## src/rv_decode_macros.svh

```systemverilog
`ifndef RV_DECODE_MACROS_SVH
`define RV_DECODE_MACROS_SVH

// Datapath sizing
`define XLEN       64
`define NUM_REGS   32
`define DE_CREDITS 4

// RV64I major opcodes
`define OP_LUI    7'b0110111
`define OP_AUIPC  7'b0010111
`define OP_JAL    7'b1101111
`define OP_JALR   7'b1100111
`define OP_BRANCH 7'b1100011
`define OP_LOAD   7'b0000011
`define OP_STORE  7'b0100011
`define OP_IMM    7'b0010011
`define OP_IMM32  7'b0011011
`define OP_REG    7'b0110011
`define OP_REG32  7'b0111011
`define OP_SYSTEM 7'b1110011

`endif

```

## src/rv_decode_pkg.sv

```systemverilog
`include "rv_decode_macros.svh"

package rv_decode_pkg;

    //////////////////////////////
    // Scalar types
    //////////////////////////////

    typedef logic [`XLEN-1:0] xlen_t;
    typedef logic [31:0] inst_t;
    typedef logic [$clog2(`NUM_REGS)-1:0] reg_id_t;

    // Must be able to hold the full reset value
    typedef logic [$clog2(`DE_CREDITS+1)-1:0] credit_cnt_t;

    //////////////////////////////
    // Bundles
    //////////////////////////////

    // One bypass source, also used as the register file write port
    typedef struct packed {
        logic    valid;
        reg_id_t rd;
        xlen_t   data;
    } fwd_t;

    // Instruction arriving from fetch
    typedef struct packed {
        xlen_t pc;
        inst_t ir;
    } de_in_t;

    // Registered output to execute
    typedef struct packed {
        xlen_t pc;
        inst_t ir;
        xlen_t op_a;
        xlen_t op_b;
        xlen_t rs2_val;    // store data or branch compare value
        xlen_t imm;
        logic  is_branch;
        logic  is_ecall;
    } exe_bundle_t;

endpackage

```

## src/decode_issue.sv

```systemverilog
`timescale 1ns/1ps
`include "rv_decode_macros.svh"

module decode_issue import rv_decode_pkg::*; (
    input  logic        clk,
    input  logic        reset,
    input  logic        in_valid,
    input  de_in_t      in,
    input  xlen_t       imm,
    input  xlen_t       rs1_val,
    input  xlen_t       rs2_val,
    input  logic        credit_return,
    output logic        in_ready,
    output logic        out_valid,
    output exe_bundle_t out
);

    logic        [6:0] opcode;
    logic              accept;
    credit_cnt_t       credits;
    exe_bundle_t       next_bundle;

    assign opcode = in.ir[6:0];

    //////////////////////////////
    // Flow control
    //////////////////////////////

    assign in_ready = (credits != '0);
    assign accept   = in_valid && in_ready;

    // One credit per issued bundle, one back per return pulse
    always_ff @(posedge clk) begin
        if (reset) begin
            credits <= credit_cnt_t'(`DE_CREDITS);
        end else if (accept && !credit_return) begin
            credits <= credits - 1'b1;
        end else if (!accept && credit_return) begin
            credits <= credits + 1'b1;
        end
    end

    //////////////////////////////
    // Operand select
    //////////////////////////////

    always_comb begin
        next_bundle.pc      = in.pc;
        next_bundle.ir      = in.ir;
        next_bundle.rs2_val = rs2_val;
        next_bundle.imm     = imm;

        // Operand A
        case (opcode)
            `OP_AUIPC, `OP_JAL: next_bundle.op_a = in.pc;
            `OP_LUI:            next_bundle.op_a = '0;
            default:            next_bundle.op_a = rs1_val;
        endcase

        // Operand B, register for R-type and compares
        case (opcode)
            `OP_REG, `OP_REG32, `OP_BRANCH: next_bundle.op_b = rs2_val;
            default:                        next_bundle.op_b = imm;
        endcase

        next_bundle.is_branch = (opcode == `OP_BRANCH);
        // ECALL is the all-zero SYSTEM word
        next_bundle.is_ecall  = (in.ir == {25'd0, `OP_SYSTEM});
    end

    //////////////////////////////
    // Output register
    //////////////////////////////

    always_ff @(posedge clk) begin
        if (reset) begin
            out_valid <= 1'b0;
        end else begin
            out_valid <= accept;
        end
    end

    always_ff @(posedge clk) begin
        if (accept) begin
            out <= next_bundle;
        end
    end

endmodule

```

## src/decode_top.sv

```systemverilog
`timescale 1ns/1ps

module decode_top import rv_decode_pkg::*; (
    input  logic        clk,
    input  logic        reset,
    input  logic        in_valid,
    input  de_in_t      in,
    output logic        in_ready,
    input  fwd_t        exe_fwd,
    input  fwd_t        mem_fwd,
    input  fwd_t        wb_fwd,
    input  logic        credit_return,
    output logic        out_valid,
    output exe_bundle_t out
);

    xlen_t imm;
    xlen_t rs1_val;
    xlen_t rs2_val;

    // Immediate and operand paths run in parallel
    imm_gen u_imm_gen (
        .ir  (in.ir),
        .imm (imm)
    );

    operand_fwd u_operand_fwd (
        .clk     (clk),
        .reset   (reset),
        .ir      (in.ir),
        .exe_fwd (exe_fwd),
        .mem_fwd (mem_fwd),
        .wb_fwd  (wb_fwd),
        .rs1_val (rs1_val),
        .rs2_val (rs2_val)
    );

    //////////////////////////////
    // Issue to execute
    //////////////////////////////

    decode_issue u_decode_issue (
        .clk           (clk),
        .reset         (reset),
        .in_valid      (in_valid),
        .in            (in),
        .imm           (imm),
        .rs1_val       (rs1_val),
        .rs2_val       (rs2_val),
        .credit_return (credit_return),
        .in_ready      (in_ready),
        .out_valid     (out_valid),
        .out           (out)
    );

endmodule

```

## src/imm_gen.sv

```systemverilog
`timescale 1ns/1ps
`include "rv_decode_macros.svh"

module imm_gen import rv_decode_pkg::*; (
    input  inst_t ir,
    output xlen_t imm
);

    logic [6:0] opcode;
    logic [2:0] funct3;
    xlen_t      i_imm;
    xlen_t      shamt6;
    xlen_t      shamt5;

    assign opcode = ir[6:0];
    assign funct3 = ir[14:12];

    // Shared I-type value, sign bit is always ir[31]
    assign i_imm = {{(`XLEN-12){ir[31]}}, ir[31:20]};

    // 64-bit shifts use six bits, word shifts five
    assign shamt6 = {{(`XLEN-6){1'b0}}, ir[25:20]};
    assign shamt5 = {{(`XLEN-5){1'b0}}, ir[24:20]};

    //////////////////////////////
    // Format select
    //////////////////////////////

    always_comb begin
        imm = '0;
        case (opcode)
            `OP_STORE: begin
                imm = {{(`XLEN-12){ir[31]}}, ir[31:25], ir[11:7]};
            end
            `OP_BRANCH: begin
                imm = {{(`XLEN-13){ir[31]}}, ir[31], ir[7], ir[30:25], ir[11:8], 1'b0};
            end
            `OP_LUI, `OP_AUIPC: begin
                imm = {{(`XLEN-32){ir[31]}}, ir[31:12], 12'd0};
            end
            `OP_JAL: begin
                imm = {{(`XLEN-21){ir[31]}}, ir[31], ir[19:12], ir[20], ir[30:21], 1'b0};
            end
            `OP_LOAD, `OP_JALR: begin
                imm = i_imm;
            end
            `OP_IMM: begin
                // SLLI, SRLI and SRAI
                if (funct3[1:0] == 2'b01) begin
                    imm = shamt6;
                end else begin
                    imm = i_imm;
                end
            end
            `OP_IMM32: begin
                if (funct3 == 3'b000) begin
                    imm = i_imm;
                end else if (funct3[1:0] == 2'b01) begin
                    imm = shamt5;
                end
            end
            default: begin
                imm = '0;
            end
        endcase
    end

endmodule

```

## src/operand_fwd.sv

```systemverilog
`timescale 1ns/1ps

module operand_fwd import rv_decode_pkg::*; (
    input  logic  clk,
    input  logic  reset,
    input  inst_t ir,
    input  fwd_t  exe_fwd,
    input  fwd_t  mem_fwd,
    input  fwd_t  wb_fwd,
    output xlen_t rs1_val,
    output xlen_t rs2_val
);

    reg_id_t rs1_id;
    reg_id_t rs2_id;
    xlen_t   rf_rs1;
    xlen_t   rf_rs2;

    assign rs1_id = ir[19:15];
    assign rs2_id = ir[24:20];

    //////////////////////////////
    // Register file
    //////////////////////////////

    // Writeback stage result is also the write port
    reg_file u_reg_file (
        .clk      (clk),
        .reset    (reset),
        .rs1_id   (rs1_id),
        .rs2_id   (rs2_id),
        .wr       (wb_fwd),
        .rs1_data (rf_rs1),
        .rs2_data (rf_rs2)
    );

    //////////////////////////////
    // Bypass select
    //////////////////////////////

    // Youngest producer wins
    function automatic xlen_t pick_src(
        input reg_id_t id,
        input xlen_t   rf_val,
        input fwd_t    exe,
        input fwd_t    mem,
        input fwd_t    wb
    );
        xlen_t val;
        if (id == '0) begin
            val = '0;
        end else if (exe.valid && (exe.rd == id)) begin
            val = exe.data;
        end else if (mem.valid && (mem.rd == id)) begin
            val = mem.data;
        end else if (wb.valid && (wb.rd == id)) begin
            val = wb.data;
        end else begin
            val = rf_val;
        end
        return val;
    endfunction

    always_comb begin
        rs1_val = pick_src(rs1_id, rf_rs1, exe_fwd, mem_fwd, wb_fwd);
        rs2_val = pick_src(rs2_id, rf_rs2, exe_fwd, mem_fwd, wb_fwd);
    end

endmodule

```

## src/reg_file.sv

```systemverilog
`timescale 1ns/1ps
`include "rv_decode_macros.svh"

module reg_file import rv_decode_pkg::*; (
    input  logic    clk,
    input  logic    reset,
    input  reg_id_t rs1_id,
    input  reg_id_t rs2_id,
    input  fwd_t    wr,
    output xlen_t   rs1_data,
    output xlen_t   rs2_data
);

    // x0 has no storage
    xlen_t regs [1:`NUM_REGS-1];

    //////////////////////////////
    // Write port
    //////////////////////////////

    always_ff @(posedge clk) begin
        if (reset) begin
            for (int i = 1; i < `NUM_REGS; i++) begin
                regs[i] <= '0;
            end
        end else if (wr.valid && (wr.rd != '0)) begin
            regs[wr.rd] <= wr.data;
        end
    end

    //////////////////////////////
    // Read ports
    //////////////////////////////

    // Old value on a same-cycle write, bypass covers the new one
    always_comb begin
        rs1_data = '0;
        rs2_data = '0;
        if (rs1_id != '0) begin
            rs1_data = regs[rs1_id];
        end
        if (rs2_id != '0) begin
            rs2_data = regs[rs2_id];
        end
    end

endmodule

```

## config.mk

```make
export PLATFORM = sky130hd
export DESIGN_NAME = decode_top
export DESIGN_NICKNAME = d
export VERILOG_FILES = /design/src/rv_decode_pkg.sv /design/src/decode_issue.sv /design/src/decode_top.sv /design/src/imm_gen.sv /design/src/operand_fwd.sv /design/src/reg_file.sv
export VERILOG_INCLUDE_DIRS = /design/src
export SDC_FILE = /design/constraint.sdc
export NUM_CORES = 2
export LEC_CHECK = 0
export BUFFER_PORTS_ARGS = -buffer_cell sky130_fd_sc_hd__buf_2
export CORE_UTILIZATION = 40
export DETAILED_ROUTE_END_ITERATION = 8
export SETUP_SLACK_MARGIN = 0.02
export SLEW_MARGIN = 30
export SYNTH_ARGS = -nofsm -noshare
export SYNTH_HDL_FRONTEND = slang
export SYNTH_HIERARCHICAL = 1
export SYNTH_SLANG_ARGS = --single-unit
export TNS_END_PERCENT = 20
```

## constraint.sdc

```tcl
create_clock -name clk -period 15.5 [get_ports clk]
set_input_delay 2.325 -clock clk [delete_from_list [all_inputs] [get_ports clk]]
set_output_delay 2.325 -clock clk [all_outputs]
set_load 0.02 [all_outputs]
```

==> impl_metrics.py <==
metrics = {
    "clock_tree": {
        "clk_pin_slew_worst_paths_ns": 0.07,
        "postCtsSetupBuffers": 0,
        "cts_tree": "done",
        "cts_buffers": 247,
        "clk_latency_ns": 0.95,
        "cts-root-buf": "clkbuf_16",
        "holdBufCountCts": 0,
        "ctsResizeCount": 0,
        "htreeDepth": 4,
        "clock-sinks": 2406,
        "clock_path_buffers": 4,
    },
    "sta": {
        "tightest_slew_ns": 1.19,
        "rsz0062_at_grt": "no",
        "fmax_mhz": 145,
        "fin_crit_sh": 0.445,
        "finClkSkew_ns": 0.0635,
        "slew-limit-headroom": 0.208,
        "setup_violations": 0,
        "drv_slew": 0,
        "period_minus_slack_ns": 6.90,
        "finalSetupTns_ns": 0,
        "hold-worst-slack_ns": 0.546,
        "report.final.hold_viol_count": 0,
    },
    "synth": {
        "ys_ff_latch": 2406,
        "yosysWarnings": 6,
        "avgSynthCellArea_um2": 14.9,
        "ys.flop_type": "edfxtp_1",
        "synth-edff-count": 2402,
        "seq_area_frac_synth": 0.572,
        "syn_area_um2": 126000,
        "synth.area.top_cells": "edfxtp_1 (57%), mux4_2 (16%), and2_1 (9.9%)",
        "ys_types": 81,
        "synthArstFlopShare": 0,
        "synth_top_cell_by_area": "edfxtp_1",
        "synth_top_area_frac": 0.572,
        "synthCells": 8446,
    },
    "outcome": {
        "status": "finished, final reports clean",
    },
    "power_and_ir_drop": {
        "clockPowerShare": 0.377,
        "power_switching_mw": 4.48,
        "comb_power_share": 0.144,
        "seq_power_share": 0.480,
        "p_int_mw": 11.9,
        "sw_frac_of_total": 0.273,
        "leakage_nw": 49.9,
        "p_total_mw": 16.4,
        "ir_worst_vdd_v": 0.0000898,
        "p_per_area_nw_per_um2": 116,
    },
    "critical_path": {
        "cp_max_fo": 50,
        "crit_required_ns": 16.19,
        "startpoint": "in[20]",
        "cp-end-kind": "register",
        "worstReg2RegStart": "u_operand_fwd/u_reg_file/regs[6][37]$_SDFFCE_PN0P_",
        "crit_type": "primary input to register",
        "crit_arrival_ns": 7.59,
        "setup.worst_path.start_class": "primary input",
    },
    "drt": {
        "via_per_inst": 6.83,
        "firstDrtPassIters": 9,
        "route.detailed.drc": 0,
        "antenna_left": 0,
        "vias": 89900,
        "routed_wl_um": 556000,
        "wl_per_cell_um": 42.2,
        "drtIter0Drc": 17800,
    },
    "cells_and_area": {
        "layout_common_cells": "edfxtp_1 (2402), and2_1 (1988), mux4_2 (906)",
        "area_growth_pct": 12.4,
        "fin_cells": 13200,
        "final_common_cell": "edfxtp_1",
        "drive_gt1_frac": 0.285,
        "nNetsFinal": 9044,
    },
    "grt": {
        "antenna_found_initial": 113,
        "grt_max_degree": 168,
        "track_usage": 0.342,
        "grt_first_pass_wirelength_um": 738000,
        "grt-ovfl-total": 0,
        "first_global_vias": 85500,
    },
    "die": {
        "die_h_um": 564,
        "num_io_pins": 666,
        "initial_core_util": 0.403,
        "rows": 205,
        "die_area_um2": 318000,
        "fp.coreArea_um2": 313000,
        "die_w_um": 564,
    },
    "placement": {
        "numPortBuffers": 665,
        "dp_cells": 12600,
        "globalplace.congestion": 0.953,
        "post-dp-hpwl_um": 327000,
    },
    "hold_path": {
        "hold_start": "u_decode_issue/credits[1]$_SDFFE_PP0P_",
        "hold_class": "register to register",
    },
    "job": {
        "maxCapViolations": 0,
    },
}
[synth_stat cells, drive strengths merged, types with 3 or more instances]
library cell	n
a21o	62
or3	5
mux4	906
o21ai	144
clkbuf	627
a32o	4
a2111oi	12
a22o	99
a221oi	58
or3b	3
inv	9
nand2b	72
o211ai	30
mux2	186
a31oi	129
xnor2	4
a211oi	11
a22oi	74
nor3	10
nand3b	6
o2111ai	30
dfxtp	4
a32oi	31
a21oi	52
o22a	6
and2	1994
nand2	248
or2	35
nand3	28
xor2	28
nor2b	17
nor4	19
nor2	70
and3	40
buf	319
edfxtp	2402
mux2i	364
o22ai	101
o221ai	183
[state kept, by name, indices dropped and copies added, names as in the netlist]
name / flops
u_decode_issue/credits: 3
u_decode_issue/out: 354
u_decode_issue/out_valid: 1
u_operand_fwd/u_reg_file/regs: 2048
[metrics by stage]
| step | worst slack [ns] | utilization | instance area [um2] |
|---|---|---|---|
| final | 8.60 | 0.453 | 142000 |
| after detailed placement | 7.91 | 0.426 | 133000 |
| after CTS | 8.91 | 0.452 | 141000 |
| after global placement | 7.44 | 0.425 | 133000 |
| after global routing | 8.52 | 0.453 | 142000 |
| after floorplan | 3.02 | - | 126000 |
[worst paths after layout]
| path | endpoint | slack, ns | depth (start not counted) |
|---|---|---|---|
| min | u_decode_issue/credits[1]$_SDFFE_PP0P_ | 0.55 | 2 |
| max | u_decode_issue/out[167]$_DFFE_PP_ | 8.60 | 11 |
| max reg2reg | u_decode_issue/out[167]$_DFFE_PP_ | 11.97 | 8 |
| min reg2reg | u_decode_issue/credits[1]$_SDFFE_PP0P_ | 0.55 | 2 |
[logic make-up after synthesis]
family / Yosys count / synth area share
simple gates: 2562 / 0.121
flops: 2406 / 0.572
xor+xnor: 32 / 0.00222
fa+ha+maj: 2 / 0.000258
buf+inv: 956 / 0.0358
compound gates: 1031 / 0.0608
mux: 1456 / 0.207
other cells: 1 / 0.0000297
[layer usage]
metal	GRT usage	vias to the layer above	share of wire
li1	-	33400	-
met1	0.418	45900	0.33
met2	0.505	8713	0.44
met3	0.110	1949	0.15
met4	0.258	31	0.081
met5	0	-	0.00043
[worst max-delay path, stage by stage]
cell	delay, ns
buf_8	0.46
buf_4	0.64
buf_4	0.74
nor2b_1	0.21
nand2_1	0.55
o22ai_1	0.19
a2111oi_0	0.93
a2111oi_2	0.10
o221ai_1	0.63
a31oi_1	0.20
mux2_2	0.32
[power by group through the flow]
stage | combinational, mW | clock (mW) | sequential (mW)
after floorplan | 1.18 | 0 | 8.04
after global placement | 2.23 | 0 | 7.96
after detailed placement | 2.25 | 0 | 7.98
after CTS | 2.26 | 6.17 | 7.85
after global routing | 2.37 | 6.38 | 7.89
final | 2.35 | 6.17 | 7.87
[area by class of cell]
type / instances / area (um2)
repair buffers: 920 / 5760
inverters: 10 / 38.8
fillers: 27200 / 171000
well taps: 4140 / 5180
flip-flops and latches: 2406 / 72200
clock inverters: 174 / 1740
clock buffers: 282 / 6380
multi-input cells: 5147 / 50300
diodes: 85 / 213
Note: power is estimated with default switching activity, not from simulation.
